**src/include/baser_rx_config.svh**
```systemverilog
// widths are fixed by the 64b/66b block format; only the max frame length default may change
`ifndef BASER_RX_CONFIG_SVH
`define BASER_RX_CONFIG_SVH

// one 64b/66b block per clock
`define BASER_DATA_W 64
`define BASER_HDR_W 2
`define BASER_KEEP_W 8

// frame length counters saturate at all ones
`define BASER_LEN_W 16

// standard untagged maximum from destination through FCS
`define BASER_MAX_PKT_LEN_DEF 1518

`endif

```
**src/logic/baser_rx_pkg.sv**
```systemverilog
// types only; widths come from baser_rx_config.svh, which must be on the include path
`include "baser_rx_config.svh"

package baser_rx_pkg;

    typedef logic [`BASER_DATA_W-1:0] data_t;
    typedef logic [`BASER_HDR_W-1:0] hdr_t;
    typedef logic [`BASER_KEEP_W-1:0] keep_t;
    typedef logic [`BASER_LEN_W-1:0] len_t;

    typedef enum logic [1:0] {
        sync_data = 2'b10,
        sync_ctrl = 2'b01
    } sync_e;

    // control block type field in lane 0 of a control block
    typedef enum logic [7:0] {
        blk_ctrl     = 8'h1e,
        blk_os_4     = 8'h2d,
        blk_start_4  = 8'h33,
        blk_os_start = 8'h66,
        blk_os_04    = 8'h55,
        blk_start_0  = 8'h78,
        blk_os_0     = 8'h4b,
        blk_term_0   = 8'h87,
        blk_term_1   = 8'h99,
        blk_term_2   = 8'haa,
        blk_term_3   = 8'hb4,
        blk_term_4   = 8'hcc,
        blk_term_5   = 8'hd2,
        blk_term_6   = 8'he1,
        blk_term_7   = 8'hff
    } block_type_e;

    // bit 3 marks a terminate, bits 2:0 then hold its data byte count
    typedef enum logic [3:0] {
        lane_idle   = 4'd0,
        lane_error  = 4'd1,
        lane_data   = 4'd4,
        lane_term_0 = 4'd8,
        lane_term_1 = 4'd9,
        lane_term_2 = 4'd10,
        lane_term_3 = 4'd11,
        lane_term_4 = 4'd12,
        lane_term_5 = 4'd13,
        lane_term_6 = 4'd14,
        lane_term_7 = 4'd15
    } lane_type_e;

    typedef enum logic [1:0] {
        st_idle,
        st_payload,
        st_last
    } rx_state_e;

endpackage

```
**src/logic/baser_block_if.sv**
```systemverilog
// decoded block pipeline; every signal is driven by the decoder, one block per clock, no stall
`timescale 1ns/1ps

interface baser_block_if;

    // d0 is one cycle behind the serdes input, d1 two
    baser_rx_pkg::data_t data_d0;
    baser_rx_pkg::data_t data_d1;
    baser_rx_pkg::lane_type_e type_d0;
    baser_rx_pkg::lane_type_e type_d1;
    logic start_d1;

    modport decoder (
        output data_d0, data_d1, type_d0, type_d1, start_d1
    );

    modport fsm (
        input type_d0, data_d1, type_d1, start_d1
    );

    modport crc (
        input data_d0
    );

endinterface

```
**src/logic/baser_block_decoder.sv**
```systemverilog
// start_4 and os_start are treated as plain control blocks; frames must start in lane 0
`timescale 1ns/1ps
`include "baser_rx_config.svh"

module baser_block_decoder (
    input  logic                clk,
    input  logic                reset_crc,
    input  baser_rx_pkg::data_t rx_data,
    input  baser_rx_pkg::hdr_t  rx_hdr,
    baser_block_if.decoder      blk,
    output logic                err_bad_block,
    output logic                err_framing
);

    baser_rx_pkg::data_t data_masked;
    baser_rx_pkg::lane_type_e lane_next;
    logic is_start;
    logic bad_block;
    logic framing;
    logic frame_open;
    logic frame_next;
    logic start_d0;

    // classify block, track frame boundaries
    always_comb begin
        lane_next = baser_rx_pkg::lane_error;
        is_start = 1'b0;
        bad_block = 1'b0;
        framing = 1'b0;
        frame_next = frame_open;
        if (rx_hdr == baser_rx_pkg::sync_data) begin
            lane_next = baser_rx_pkg::lane_data;
            framing = !frame_open;
        end else if (rx_hdr == baser_rx_pkg::sync_ctrl) begin
            frame_next = 1'b0;
            case (rx_data[7:0])
                baser_rx_pkg::blk_ctrl, baser_rx_pkg::blk_os_4, baser_rx_pkg::blk_os_04,
                baser_rx_pkg::blk_os_0, baser_rx_pkg::blk_start_4,
                baser_rx_pkg::blk_os_start: begin
                    lane_next = baser_rx_pkg::lane_idle;
                    framing = frame_open;
                end
                baser_rx_pkg::blk_start_0: begin
                    lane_next = baser_rx_pkg::lane_idle;
                    is_start = 1'b1;
                    frame_next = 1'b1;
                    framing = frame_open;
                end
                baser_rx_pkg::blk_term_0, baser_rx_pkg::blk_term_1, baser_rx_pkg::blk_term_2,
                baser_rx_pkg::blk_term_3, baser_rx_pkg::blk_term_4, baser_rx_pkg::blk_term_5,
                baser_rx_pkg::blk_term_6, baser_rx_pkg::blk_term_7: begin
                    // type bits 6:4 give the data byte count
                    lane_next = baser_rx_pkg::lane_type_e'({1'b1, rx_data[6:4]});
                    framing = !frame_open;
                end
                default: begin
                    bad_block = 1'b1;
                end
            endcase
        end else begin
            bad_block = 1'b1;
            frame_next = 1'b0;
        end
    end

    // drop the type byte of a terminate and zero everything past the last data byte
    always_comb begin
        data_masked = rx_data;
        if (lane_next[3]) begin
            data_masked = '0;
            for (int i = 0; i < `BASER_KEEP_W - 1; i++) begin
                if (i < int'(lane_next[2:0])) begin
                    data_masked[i*8 +: 8] = rx_data[(i+1)*8 +: 8];
                end
            end
        end
    end

    always_ff @(posedge clk) begin
        blk.data_d0 <= data_masked;
        blk.data_d1 <= blk.data_d0;
        blk.type_d0 <= lane_next;
        blk.type_d1 <= blk.type_d0;
        start_d0 <= is_start;
        blk.start_d1 <= start_d0;
        frame_open <= frame_next;
        err_bad_block <= bad_block;
        err_framing <= framing;
        if (reset_crc) begin
            blk.type_d0 <= baser_rx_pkg::lane_idle;
            blk.type_d1 <= baser_rx_pkg::lane_idle;
            start_d0 <= 1'b0;
            blk.start_d1 <= 1'b0;
            frame_open <= 1'b0;
            err_bad_block <= 1'b0;
            err_framing <= 1'b0;
        end
    end

endmodule

```
**src/logic/baser_crc_checker.sv**
```systemverilog
// Ethernet CRC-32, reflected, bytes taken lane 0 first; trailing bytes must be zero-masked
`timescale 1ns/1ps
`include "baser_rx_config.svh"

module baser_crc_checker (
    input  logic                clk,
    input  logic                reset_crc,
    baser_block_if.crc          blk,
    input  logic                crc_restart,
    output baser_rx_pkg::keep_t crc_match,
    output baser_rx_pkg::keep_t crc_match_saved
);

    // expected state when the FCS ends after byte i with zero bytes folded behind it
    localparam logic [31:0] residue [8] = '{
        ~32'h6b87b1ec, ~32'he38a6876, ~32'he60914ae, ~32'h6522df69,
        ~32'h9d6cdf7e, ~32'hb1c2a1a3, ~32'hc622f71d, ~32'h2144df1c
    };

    logic [31:0] crc_state;
    logic [31:0] crc_next;

    function automatic logic [31:0] crc_fold(
        input logic [31:0]         crc,
        input baser_rx_pkg::data_t data
    );
        logic [31:0] c;
        int b;
        int k;
        c = crc;
        for (b = 0; b < `BASER_KEEP_W; b++) begin
            c = c ^ {24'd0, data[b*8 +: 8]};
            for (k = 0; k < 8; k++) begin
                c = c[0] ? ((c >> 1) ^ 32'hedb88320) : (c >> 1);
            end
        end
        return c;
    endfunction

    assign crc_next = crc_fold(crc_state, blk.data_d0);

    always_comb begin
        for (int i = 0; i < `BASER_KEEP_W; i++) begin
            crc_match[i] = crc_next == residue[i];
        end
    end

    always_ff @(posedge clk) begin
        crc_state <= crc_restart ? '1 : crc_next;
        crc_match_saved <= crc_match;
        if (reset_crc) begin
            crc_state <= '1;
            crc_match_saved <= '0;
        end
    end

endmodule

```
**src/logic/baser_frame_fsm.sv**
```systemverilog
// no back-pressure, the consumer takes every beat; cfg_rx_enable is sampled only at frame start
`timescale 1ns/1ps
`include "baser_rx_config.svh"

module baser_frame_fsm (
    input  logic                clk,
    input  logic                reset_crc,
    baser_block_if.fsm          blk,
    input  baser_rx_pkg::keep_t crc_match,
    input  baser_rx_pkg::keep_t crc_match_saved,
    output logic                crc_restart,
    input  baser_rx_pkg::len_t  cfg_rx_max_pkt_len,
    input  logic                cfg_rx_enable,
    output baser_rx_pkg::data_t m_tdata,
    output baser_rx_pkg::keep_t m_tkeep,
    output logic                m_tvalid,
    output logic                m_tlast,
    output logic                m_tuser,
    output baser_rx_pkg::len_t  stat_pkt_len,
    output logic                stat_pkt_good,
    output logic                stat_pkt_bad,
    output logic                stat_err_bad_fcs,
    output logic                stat_err_oversize,
    output logic                stat_pkt_fragment,
    output logic                stat_pkt_jabber,
    output logic                stat_err_preamble
);

    // preamble and SFD in lanes 1 to 7 of the start block
    localparam logic [55:0] pre_sfd = 56'hd5_5555_5555_5555;

    baser_rx_pkg::rx_state_e state, state_next;
    baser_rx_pkg::len_t frame_len, frame_len_next;
    baser_rx_pkg::len_t len_lim, len_lim_next;
    baser_rx_pkg::len_t len_close;
    baser_rx_pkg::keep_t keep_next;
    logic oversize, oversize_next;
    logic pre_ok, pre_ok_next;
    logic beat;
    logic close;
    logic ctrl_end;
    logic fcs_ok;
    logic good;

    always_comb begin
        state_next = baser_rx_pkg::st_idle;
        crc_restart = 1'b0;
        len_lim_next = '0;
        oversize_next = oversize;
        pre_ok_next = pre_ok;
        keep_next = '0;
        beat = 1'b0;
        close = 1'b0;
        ctrl_end = 1'b0;
        fcs_ok = 1'b0;
        len_close = frame_len;

        // saturating byte count that already includes the d1 block
        frame_len_next = '1;
        if (&frame_len[`BASER_LEN_W-1:3] == 1'b0) begin
            if (blk.type_d0[3]) begin
                frame_len_next = frame_len + baser_rx_pkg::len_t'(blk.type_d0[2:0]);
            end else begin
                frame_len_next = frame_len + baser_rx_pkg::len_t'(`BASER_KEEP_W);
            end
        end
        if (len_lim[`BASER_LEN_W-1:3] != '0) begin
            len_lim_next = len_lim - baser_rx_pkg::len_t'(`BASER_KEEP_W);
        end

        case (state)
            baser_rx_pkg::st_idle: begin
                crc_restart = 1'b1;
                frame_len_next = baser_rx_pkg::len_t'(`BASER_KEEP_W);
                len_lim_next = cfg_rx_max_pkt_len;
                pre_ok_next = blk.data_d1[63:8] == pre_sfd;
                if (blk.start_d1 && cfg_rx_enable) begin
                    crc_restart = 1'b0;
                    state_next = baser_rx_pkg::st_payload;
                end
            end
            baser_rx_pkg::st_payload: begin
                beat = 1'b1;
                keep_next = '1;
                if (blk.type_d0[3]) begin
                    oversize_next = len_lim < baser_rx_pkg::len_t'(8 + blk.type_d0[2:0]);
                end else begin
                    oversize_next = len_lim < baser_rx_pkg::len_t'(8);
                end
                if (blk.type_d0 == baser_rx_pkg::lane_data) begin
                    state_next = baser_rx_pkg::st_payload;
                end else if (blk.type_d0[3]) begin
                    crc_restart = 1'b1;
                    if (blk.type_d0[2:0] <= 3'd4) begin
                        // FCS ends in d1 or in the low lanes of d0
                        keep_next = 8'hff >> (3'd4 - blk.type_d0[2:0]);
                        close = 1'b1;
                        len_close = frame_len_next;
                        if (blk.type_d0[2:0] == 3'd0) begin
                            fcs_ok = crc_match_saved[7];
                        end else begin
                            fcs_ok = crc_match[blk.type_d0[2:0] - 3'd1];
                        end
                    end else begin
                        state_next = baser_rx_pkg::st_last;
                    end
                end else begin
                    // idle or error inside the frame
                    crc_restart = 1'b1;
                    close = 1'b1;
                    ctrl_end = 1'b1;
                    len_close = frame_len_next;
                end
            end
            baser_rx_pkg::st_last: begin
                // up to three bytes spill over from the terminate block
                beat = 1'b1;
                crc_restart = 1'b1;
                close = 1'b1;
                keep_next = 8'hff >> (4'd12 - {1'b0, blk.type_d1[2:0]});
                fcs_ok = crc_match_saved[blk.type_d1[2:0] - 3'd1];
            end
            default: begin
                state_next = baser_rx_pkg::st_idle;
            end
        endcase
    end

    assign good = close && fcs_ok && !oversize_next;

    always_ff @(posedge clk) begin
        state <= state_next;
        frame_len <= frame_len_next;
        len_lim <= len_lim_next;
        oversize <= oversize_next;
        pre_ok <= pre_ok_next;
        m_tdata <= blk.data_d1;
        m_tkeep <= keep_next;
        m_tvalid <= beat;
        m_tlast <= close;
        m_tuser <= close && !good;
        stat_pkt_len <= close ? len_close : '0;
        stat_pkt_good <= good;
        stat_pkt_bad <= close && !good;
        stat_err_bad_fcs <= close && !fcs_ok && !ctrl_end;
        stat_err_oversize <= close && oversize_next;
        stat_pkt_fragment <= close && !fcs_ok && (len_close[`BASER_LEN_W-1:6] == '0);
        stat_pkt_jabber <= close && !fcs_ok && oversize_next;
        stat_err_preamble <= close && !pre_ok;
        if (reset_crc) begin
            state <= baser_rx_pkg::st_idle;
            oversize <= 1'b0;
            pre_ok <= 1'b0;
            m_tvalid <= 1'b0;
            m_tlast <= 1'b0;
            m_tuser <= 1'b0;
            stat_pkt_len <= '0;
            stat_pkt_good <= 1'b0;
            stat_pkt_bad <= 1'b0;
            stat_err_bad_fcs <= 1'b0;
            stat_err_oversize <= 1'b0;
            stat_pkt_fragment <= 1'b0;
            stat_pkt_jabber <= 1'b0;
            stat_err_preamble <= 1'b0;
        end
    end

endmodule

```
**src/logic/baser_rx_top.sv**
```systemverilog
// 10GBASE-R receiver, one 66-bit block per clock, FCS stripped, no PTP, lane 0 starts only
`timescale 1ns/1ps

module baser_rx_top (
    input  logic                clk,
    input  logic                reset_crc,
    input  baser_rx_pkg::data_t rx_data,
    input  baser_rx_pkg::hdr_t  rx_hdr,
    input  baser_rx_pkg::len_t  cfg_rx_max_pkt_len,
    input  logic                cfg_rx_enable,
    output baser_rx_pkg::data_t m_tdata,
    output baser_rx_pkg::keep_t m_tkeep,
    output logic                m_tvalid,
    output logic                m_tlast,
    output logic                m_tuser,
    output baser_rx_pkg::len_t  stat_pkt_len,
    output logic                stat_pkt_good,
    output logic                stat_pkt_bad,
    output logic                stat_err_bad_fcs,
    output logic                stat_err_oversize,
    output logic                stat_pkt_fragment,
    output logic                stat_pkt_jabber,
    output logic                stat_err_preamble,
    output logic                stat_err_bad_block,
    output logic                stat_err_framing
);

    baser_rx_pkg::keep_t crc_match;
    baser_rx_pkg::keep_t crc_match_saved;
    logic crc_restart;

    baser_block_if blk ();

    baser_block_decoder i_decoder (
        .clk           (clk),
        .reset_crc     (reset_crc),
        .rx_data       (rx_data),
        .rx_hdr        (rx_hdr),
        .blk           (blk.decoder),
        .err_bad_block (stat_err_bad_block),
        .err_framing   (stat_err_framing)
    );

    baser_crc_checker i_crc (
        .clk             (clk),
        .reset_crc       (reset_crc),
        .blk             (blk.crc),
        .crc_restart     (crc_restart),
        .crc_match       (crc_match),
        .crc_match_saved (crc_match_saved)
    );

    baser_frame_fsm i_fsm (
        .clk                (clk),
        .reset_crc          (reset_crc),
        .blk                (blk.fsm),
        .crc_match          (crc_match),
        .crc_match_saved    (crc_match_saved),
        .crc_restart        (crc_restart),
        .cfg_rx_max_pkt_len (cfg_rx_max_pkt_len),
        .cfg_rx_enable      (cfg_rx_enable),
        .m_tdata            (m_tdata),
        .m_tkeep            (m_tkeep),
        .m_tvalid           (m_tvalid),
        .m_tlast            (m_tlast),
        .m_tuser            (m_tuser),
        .stat_pkt_len       (stat_pkt_len),
        .stat_pkt_good      (stat_pkt_good),
        .stat_pkt_bad       (stat_pkt_bad),
        .stat_err_bad_fcs   (stat_err_bad_fcs),
        .stat_err_oversize  (stat_err_oversize),
        .stat_pkt_fragment  (stat_pkt_fragment),
        .stat_pkt_jabber    (stat_pkt_jabber),
        .stat_err_preamble  (stat_err_preamble)
    );

endmodule

```
**config.mk**
```make
export PLATFORM = sky130hd
export DESIGN_NAME = baser_rx_top
export DESIGN_NICKNAME = d
export VERILOG_FILES = /design/src/logic/baser_rx_pkg.sv /design/src/logic/baser_block_if.sv /design/src/logic/baser_block_decoder.sv /design/src/logic/baser_crc_checker.sv /design/src/logic/baser_frame_fsm.sv /design/src/logic/baser_rx_top.sv
export VERILOG_INCLUDE_DIRS = /design/src /design/src/include
export SDC_FILE = /design/constraint.sdc
export NUM_CORES = 1
export LEC_CHECK = 0
export BUFFER_PORTS_ARGS = -buffer_cell sky130_fd_sc_hd__buf_2
export CELL_PAD_IN_SITES_DETAIL_PLACEMENT = 1
export CELL_PAD_IN_SITES_GLOBAL_PLACEMENT = 1
export CORE_ASPECT_RATIO = 1.25
export CORE_MARGIN = 5
export CORE_UTILIZATION = 30
export DETAILED_ROUTE_END_ITERATION = 7
export HOLD_SLACK_MARGIN = 0.15
export PLACE_DENSITY = 0.51
export SYNTH_ARGS = -nofsm -noshare
export SYNTH_HDL_FRONTEND = slang
export SYNTH_SLANG_ARGS = --single-unit
```
**constraint.sdc**
```tcl
create_clock -name clk -period 8.24 [get_ports clk]
set_clock_uncertainty 0.05 [all_clocks]
set_input_delay 0.412 -clock clk [delete_from_list [all_inputs] [get_ports clk]]
set_output_delay 0.412 -clock clk [all_outputs]
set_load 0.01 [all_outputs]
```
== After elaboration in Yosys (flattened, before gate mapping) ==
Index checks and enable logic that the tools add are counted.

* Input bits: 85
* Output and inout port bits: 100
* Register bits: 313

* Bitwise gates (word level): 73
* Shift-type cells: 2
* Reduce and logical (&&, ||, !) cells: 28
* Add/sub/neg operators: 8
* $lt $le $gt $ge: 12
* Mux-type cells: 121
* Eq/ne operators: 29

{| class="wikitable"
|+ Operators by type and width
! kind !! number
|-
| 2-to-1 mux 32 bit || 64
|-
| NOT 13 -> 14 bit || 64
|-
| XOR 32 x 8 -> 32 bit || 8
|-
| 2-to-1 mux 16 bit || 8
|-
| equality test 32 bit, second input constant || 3
|-
| 2-to-1 mux 8 bit || 10
|-
| equality test 32 x 29 -> 1 bit, second input constant || 2
|-
| equality test 32 x 31 -> 1 bit, second input constant || 2
|-
| equality test 8 bit, second input constant || 8
|-
| equality test 56 bit, second input constant || 1
|-
| 2-to-1 mux 56 bit || 1
|-
| equality test 32 x 30 -> 1 bit, second input constant || 1
|-
| equality test 8 x 7 -> 1 bit, second input constant || 4
|-
| 2-to-1 mux 1 bit || 24
|-
| adder 16 x 3 -> 16 bit || 1
|-
| adder 16 x 4 -> 16 bit, second input constant || 1
|-
| equality test 8 x 6 -> 1 bit, second input constant || 2
|-
| < comparator 16 bit || 1
|-
| < comparator 16 x 4 -> 1 bit, second input constant || 1
|-
| case mux 8 bit (2 select lines) || 1
|-
| subtractor 16 x 4 -> 16 bit, second input constant || 1
|-
| OR reduction 15 bit || 1
|-
| AND reduction 13 bit || 1
|-
| nonzero test 13 bit || 1
|-
| other kinds (31) || 62
|}

== Logic depth before layout (Yosys ltp) ==
* Depth in word-level cells: 148
* Depth in mapped cells: 23
* Gate-level depth less buffers: 21

== Cells and area by module ==
A second synthesis with hierarchy kept.

* Cells, all modules: 1589
* Area total of the unflattened synthesis: 18744.2 µm²

{| class="wikitable"
|+ Modules (own cells, without submodules)
! module !! area an instance (µm²) !! sequential area each (µm²) !! instances !! cells an instance
|-
| baser_crc_checker || 9461.6 || 800.8 || 1 || 728
|-
| baser_frame_fsm || 4961.0 || 2692.6 || 1 || 482
|-
| baser_block_decoder || 4321.6 || 2822.7 || 1 || 379
|}

== Least setup slack after synthesis ==
No wires, ideal clock.

* Path type: flip-flop to flip-flop
* Start: reg i_decoder.blk.data_d0[0]
* End: reg i_fsm.m_tuser
* Slack: 0.689 ns
* Arrival: 7.367 ns
* Data required time: 8.056 ns
* Cell stages (with the launch flop): 21
* Cell sequence: dfxtp_1 > xnor2_2 > xnor3_1 > xnor3_1 > xnor3_2 > xnor3_2 > xnor3_1 > xor2_1 > xnor3_1 > xnor2_1 > xnor3_1 > xnor2_1 > xnor3_1 > xnor2_1 > or3b_1 > or4_1 > or4b_1 > o221ai_1 > a41oi_1 > o31ai_2 > o21ai_1

* Word-level cells in the longest chain between the ends: 110

{| class="wikitable"
|+ Ends and longest elaborated chain
! element !! RTL line !! source
|-
| start: declaration || baser_block_if.sv:14 || <nowiki>output data_d0, data_d1, type_d0, type_d1, start_d1</nowiki>
|-
| start signal: assignment || baser_block_decoder.sv:80 || <nowiki>blk.data_d0 <= data_masked;</nowiki>
|-
| XOR 32 x 8 -> 32 bit (*) || baser_crc_checker.sv:32 || <nowiki>c = c ^ {24'd0, data[b*8 +: 8]};</nowiki>
|-
| 2-to-1 mux 32 bit (*) || baser_crc_checker.sv:34 || <nowiki>c = c[0] ? ((c >> 1) ^ 32'hedb88320) : (c >> 1);</nowiki>
|-
| NOT 13 -> 14 bit (no line) || -- ||
|-
| 2-to-1 mux 32 bit (*) || baser_crc_checker.sv:34 ||
|-
| NOT 13 -> 14 bit (no line) || -- ||
|-
| 2-to-1 mux 32 bit (*) (2 in a row) || baser_crc_checker.sv:34 ||
|-
| NOT 13 -> 14 bit (no line) || -- ||
|-
| 2-to-1 mux 32 bit (*) || baser_crc_checker.sv:34 ||
|-
| (+92 left out) || -- ||
|-
| 2-to-1 mux 1 bit (*) || baser_frame_fsm.sv:99 || <nowiki>if (blk.type_d0[2:0] == 3'd0) begin</nowiki>
|-
| 2-to-1 mux 1 bit (*) || baser_frame_fsm.sv:94 || <nowiki>if (blk.type_d0[2:0] <= 3'd4) begin</nowiki>
|-
| 2-to-1 mux 1 bit (*) || baser_frame_fsm.sv:92 || <nowiki>end else if (blk.type_d0[3]) begin</nowiki>
|-
| 2-to-1 mux 1 bit (*) || baser_frame_fsm.sv:90 || <nowiki>if (blk.type_d0 == baser_rx_pkg::lane_data) begin</nowiki>
|-
| case mux 1 bit (2 select lines) (*) || baser_frame_fsm.sv:71 || <nowiki>case (state)</nowiki>
|-
| logical AND 1 bit (*) (2 in a row) || baser_frame_fsm.sv:129 || <nowiki>assign good = close && fcs_ok && !oversize_next;</nowiki>
|-
| zero test 1 bit (*) || baser_frame_fsm.sv:141 || <nowiki>m_tuser <= close && !good;</nowiki>
|-
| logical AND 1 bit (*) || baser_frame_fsm.sv:141 ||
|-
| end signal: assignment || baser_frame_fsm.sv:141 ||
|-
| end: declaration || baser_frame_fsm.sv:18 || <nowiki>output logic m_tuser,</nowiki>
|}

Mark *: on every way between the ends. The rest lies on a longest branch, timed or not. The select of a mux whose other input is x is not followed.
A chain may end at the register's enable or synchronous reset.

== Worst setup path after layout ==
* Start: reg i_decoder.blk.data_d0[1]
* End: reg i_fsm.m_tuser

* Word-level cells in the longest chain between the ends: 110

{| class="wikitable"
|+ Ends and longest elaborated chain
! element !! RTL line
|-
| XOR 32 x 8 -> 32 bit (*) || baser_crc_checker.sv:32
|-
| 2-to-1 mux 32 bit (*) (2 in a row) || baser_crc_checker.sv:34
|-
| NOT 13 -> 14 bit (no line) || --
|-
| 2-to-1 mux 32 bit (*) || baser_crc_checker.sv:34
|-
| NOT 13 -> 14 bit (no line) || --
|-
| 2-to-1 mux 32 bit (*) (2 in a row) || baser_crc_checker.sv:34
|-
| NOT 13 -> 14 bit (no line) || --
|-
| 2-to-1 mux 32 bit (*) || baser_crc_checker.sv:34
|-
| (+91 left out) || --
|-
| 2-to-1 mux 1 bit (*) || baser_frame_fsm.sv:99
|-
| 2-to-1 mux 1 bit (*) || baser_frame_fsm.sv:94
|-
| 2-to-1 mux 1 bit (*) || baser_frame_fsm.sv:92
|-
| 2-to-1 mux 1 bit (*) || baser_frame_fsm.sv:90
|-
| case mux 1 bit (2 select lines) (*) || baser_frame_fsm.sv:71
|-
| logical AND 1 bit (*) (2 in a row) || baser_frame_fsm.sv:129
|-
| zero test 1 bit (*) || baser_frame_fsm.sv:141
|-
| logical AND 1 bit (*) || baser_frame_fsm.sv:141
|}

Marked as above.

==> impl_table.tex <==
\begin{tabular}{lr}
\hline
Metric & Value \\
\hline
\multicolumn{2}{l}{\textbf{STA}} \\
\quad Pins over their slew limit & 0 \\
\quad Number of setup violations in the final report & 0 \\
\quad Post-layout minimum cycle time & 7.99 ns \\
\quad Unrepaired setup endpoints after global routing & no \\
\quad Post-route worst setup slack & 0.246 ns \\
\quad Worst max-slew margin expressed relative to the limit & 0.214 \\
\quad Fin crit share & 0.970 \\
\quad Slew at the pin closest to its max-slew limit & 1.18 ns \\
\quad Number of endpoints with negative hold slack in the final report & 0 \\
\quad Top achievable clock speed & 125 MHz \\
\multicolumn{2}{l}{\textbf{Yosys}} \\
\quad Area fraction of the dominant cell type after synthesis & 0.343 \\
\quad Fraction of the yosys area taken by sequential cells & 0.348 \\
\quad Post-Syn Area per Cell & 11.6 sq um \\
\quad Number of nets in the synthesized netlist & 1667 \\
\quad Biggest area contributors in the synthesized netlist & sky130\_fd\_sc\_hd\_\_dfxtp\_1 (34\%), sky130\_fd\_sc\_hd\_\_xnor3\_1 (18\%), sky130\_fd\_sc\_hd\_\_xnor2\_1 (12\%), sky130\_fd\_sc\_hd\_\_xor2\_1 (4.7\%), sky130\_fd\_sc\_hd\_\_nand2\_1 (2.8\%) \\
\quad Cell accounting for the most synthesized area & sky130\_fd\_sc\_hd\_\_dfxtp\_1 \\
\quad \#FFs+latches synth & 313 \\
\quad Total number of yosys warnings & 0 \\
\quad Proportion of synthesized flip-flops having asynchronous set or reset & 0 \\
\quad Synthesized instance count & 1560 \\
\quad Post-Syn Area & 18100 sq um \\
\quad Prevailing post-synth register cell & sky130\_fd\_sc\_hd\_\_dfxtp\_1 \\
\quad Distinct cell type count after synthesis & 79 \\
\quad Number of flops mapped to enable cells by yosys & 3 \\
\multicolumn{2}{l}{\textbf{Global routing}} \\
\quad Total GRT Usage & 0.188 \\
\quad Antenna violations before repair & 4 \\
\quad Maximum number of pins on one net before global-route repair & 92 \\
\quad Remaining global-route overflow & 0 \\
\quad Wire length of the first global-routing pass & 92.2 mm \\
\quad Number of global-route vias before repair & 14088 \\
\multicolumn{2}{l}{\textbf{Floorplan}} \\
\quad Row count & 100 \\
\quad Die Height & 285 microns \\
\quad Initial Utilization & 0.303 \\
\quad Die outline width & 230 microns \\
\quad Number of top-level pins & 185 \\
\quad Core footprint & 59700 sq um \\
\quad Area of the die & 65300 sq um \\
\multicolumn{2}{l}{\textbf{Routing}} \\
\quad Routed wirelength normalized by instance count & 23.0 microns \\
\quad Post-route DRC violation count & 0 \\
\quad Detail Route Antenna Nets & 0 \\
\quad Router iterations before antenna repair & 5 \\
\quad Wirelength, routed & 63.2 mm \\
\quad Number of vias per cell & 4.70 \\
\quad Initial detailed-routing violation count & 570 \\
\quad Total vias in the final route & 12926 \\
\multicolumn{2}{l}{\textbf{Layout}} \\
\quad Antenna fix cells & 0 \\
\quad Area overhead of the layout relative to synthesis & 27.5\% \\
\quad Multi-input logic area & 11800 sq um \\
\quad Cell Count, Final, Fillers Out & 2750 \\
\quad Layout cell share with drive strength beyond 1 & 0.240 \\
\quad Final net count & 2068 \\
\quad Final-layout fill cell count & 6479 \\
\quad Area occupied by registers & 6300 sq um \\
\multicolumn{2}{l}{\textbf{Place}} \\
\quad Gp weighted congestion & 0.903 \\
\quad Number of I/O port buffers & 184 \\
\quad Placed insts & 2589 \\
\quad Hpwl dp & 52.0 mm \\
\quad Dpl ws & -0.0805 ns \\
\multicolumn{2}{l}{\textbf{Clocking}} \\
\quad Clock edge transition at the registers on the reported setup and hold paths & 0.06 ns \\
\quad Clock tree from TritonCTS & yes \\
\quad Clock Tree Buf Depth & 3 \\
\quad H-tree levels & 2 \\
\quad Clk sinks & 313 \\
\quad Root buf cell & sky130\_fd\_sc\_hd\_\_clkbuf\_16 \\
\quad Number of buffers added by the clock tree synthesis step & 35 \\
\quad Clock latency of the later-clocked register in the worst-skew pair & 0.55 ns \\
\multicolumn{2}{l}{\textbf{Critical path}} \\
\quad Worst Setup Start Kind & register \\
\quad Critical path depth in cells & 21 \\
\quad Highest cell delay on the worst timing path & 0.63 ns \\
\quad Worst Reg-to-Reg Cells & 21 \\
\quad Type of the setup path with the least slack & register to register \\
\quad Crit path max fanout & 6 \\
\quad WP data arrival & 8.36 ns \\
\quad Ordered list of cells on the worst path & xnor2\_2 -> buf\_4 -> xnor2\_1 -> xor2\_2 -> xnor3\_2 -> xor3\_2 -> xor2\_1 -> xor3\_1 -> xnor3\_1 -> xnor3\_1 -> xor2\_1 -> xnor3\_1 -> xor3\_2 -> xnor3\_1 -> nand2b\_1 -> or4\_1 -> or4b\_1 -> o221ai\_1 -> a41oi\_2 -> o31ai\_4 -> o21ai\_1 \\
\quad FF-to-FF Start & i\_decoder.blk.data\_d0[1]\$\_DFF\_P\_ \\
\quad Max stage delay cell, worst path & sky130\_fd\_sc\_hd\_\_xor3\_1 \\
\quad Critical path's top delay family & XOR/XNOR gates \\
\quad Beginning of the critical path & i\_decoder.blk.data\_d0[1]\$\_DFF\_P\_ \\
\quad Kind of end point of the critical path & register \\
\quad Combined buffer and inverter count along the critical path & 1 \\
\quad Reg2Reg Capture Point & i\_fsm.m\_tuser\$\_SDFF\_PP0\_ \\
\quad Crit path top cell by count & sky130\_fd\_sc\_hd\_\_xnor3\_1 \\
\quad Data required time at the worst endpoint & 8.61 ns \\
\quad Capturing element of the worst setup path & i\_fsm.m\_tuser\$\_SDFF\_PP0\_ \\
\quad R2R setup slack & 0.25 ns \\
\multicolumn{2}{l}{\textbf{Run}} \\
\quad Max-Cap Viols & 0 \\
\multicolumn{2}{l}{\textbf{Hold path}} \\
\quad Worst hold path startpoint & rx\_data[4] \\
\quad Hold WC Path Type & primary input to register \\
\multicolumn{2}{l}{\textbf{Status}} \\
\quad Run status & completed \\
\hline
\end{tabular}
-- routing by layer --
layer / wire [microns] / vias to the layer above / track usage
li1: - / 6138 / -
met1: 26000 / 6417 / 0.222
met2: 32700 / 266 / 0.347
met3: 2090 / 105 / 0.0257
met4: 2480 / 0 / 0.0660
met5: 0 / - / 0
-- cells in the final DEF (no fill, tap or decap), types with 12 or more instances in the layout --
cell type / count
sky130_fd_sc_hd__xor3_1: 16
sky130_fd_sc_hd__nor2_1: 67
sky130_fd_sc_hd__a22o_1: 31
sky130_fd_sc_hd__nor4_1: 12
sky130_fd_sc_hd__ha_1: 21
sky130_fd_sc_hd__nor3_1: 16
sky130_fd_sc_hd__nand4_1: 17
sky130_fd_sc_hd__nand3_1: 25
sky130_fd_sc_hd__inv_1: 24
sky130_fd_sc_hd__o21ai_0: 61
sky130_fd_sc_hd__nor2b_1: 16
sky130_fd_sc_hd__and2_1: 23
sky130_fd_sc_hd__xor2_2: 12
sky130_fd_sc_hd__xnor3_1: 139
sky130_fd_sc_hd__xnor3_2: 21
sky130_fd_sc_hd__buf_4: 128
sky130_fd_sc_hd__a21oi_1: 43
sky130_fd_sc_hd__buf_2: 184
sky130_fd_sc_hd__xnor2_1: 231
sky130_fd_sc_hd__xor2_1: 91
sky130_fd_sc_hd__xnor2_2: 35
sky130_fd_sc_hd__dfxtp_1: 303
sky130_fd_sc_hd__nand2_1: 133
sky130_fd_sc_hd__clkbuf_16: 35
sky130_fd_sc_hd__dlygate4sd3_1: 92
sky130_fd_sc_hd__nand2b_1: 18
-- through the flow --
step / setup TNS (ns) / hold WS (ns) / utilization / cell area [sq um]
CTS: 0 / 0.158 / 0.382 / 22800
floorplan: 0 / 0.260 / - / 18100
finish: 0 / 0.201 / 0.386 / 23100
global placement: -0.211 / 0.265 / 0.347 / 20700
global route: 0 / 0.197 / 0.386 / 23100
detailed placement: -0.172 / 0.266 / 0.347 / 20700
-- Yosys cell counts, drive strengths merged, types with 17 or more instances --
library cell,count
nand2,133
and2,24
ha,21
dfxtp,310
xor3,21
a21oi,43
nor2,68
nand2b,18
nand3,25
xor2,110
a22o,31
o21ai,64
inv,24
nand4,17
clkbuf,30
xnor3,160
xnor2,272
-- sequential cells by signal (all words and copies together), names as in the netlist, 2 cells and up --
register               flops
i_fsm.len_lim             16
i_decoder.blk.data_d0     64
i_decoder.blk.data_d1     64
i_crc.crc_state           32
i_decoder.blk.type_d1      3
i_decoder.blk.type_d0      4
i_fsm.frame_len           16
i_fsm.m_tdata             64
i_fsm.state                2
i_fsm.stat_pkt_len        16
i_fsm.m_tkeep              8
i_crc.crc_match_saved      8
-- cell type report --
type,instances,share of cell area
clock buffer,46,0.0419
clock inverter,15,0.00678
inverter,25,0.00407
multi-input combinational,1182,0.511
sequential,313,0.273
tap,765,0.0415
timing repair buffer,404,0.122
-- logic make-up after synthesis --
| group | Yosys count | synth area share |
|---|---|---|
| multiplexers | 12 | 0.00816 |
| flip-flops | 313 | 0.348 |
| buffers and inverters | 65 | 0.0142 |
| adder cells (fa/ha/maj) | 22 | 0.0156 |
| AO/OA/AOI/OAI | 192 | 0.0683 |
| AND/OR/NAND/NOR | 393 | 0.111 |
| XOR/XNOR | 563 | 0.435 |
-- worst min-delay path by stage --
| stage | to | depth (start not counted) |
|---|---|---|
| 5_1_grt | i_decoder.blk.data_d0[4]$_DFF_P_ | 2 |
| 2_1_floorplan | i_fsm.m_tdata[0]$_DFF_P_ | 0 |
| 3_3_place_gp | i_fsm.m_tdata[7]$_DFF_P_ | 0 |
| 3_5_place_dp | i_fsm.m_tdata[1]$_DFF_P_ | 0 |
| 4_1_cts | i_decoder.blk.data_d0[4]$_DFF_P_ | 2 |
| 6_report | i_decoder.blk.data_d0[4]$_DFF_P_ | 2 |
-- what timing repair did --
item                       in CTS  in global routing
pin swaps                       0                  8
gates resized for setup         5                 40
hold endpoints to repair       82                  0
hold buffers                   92                  0
setup endpoints to repair       4                  5
buffers inserted                0                  8
Power is left out: the tool's default activity adds up to more than one toggle a clock period on the data nets, which glitch-free logic cannot reach.
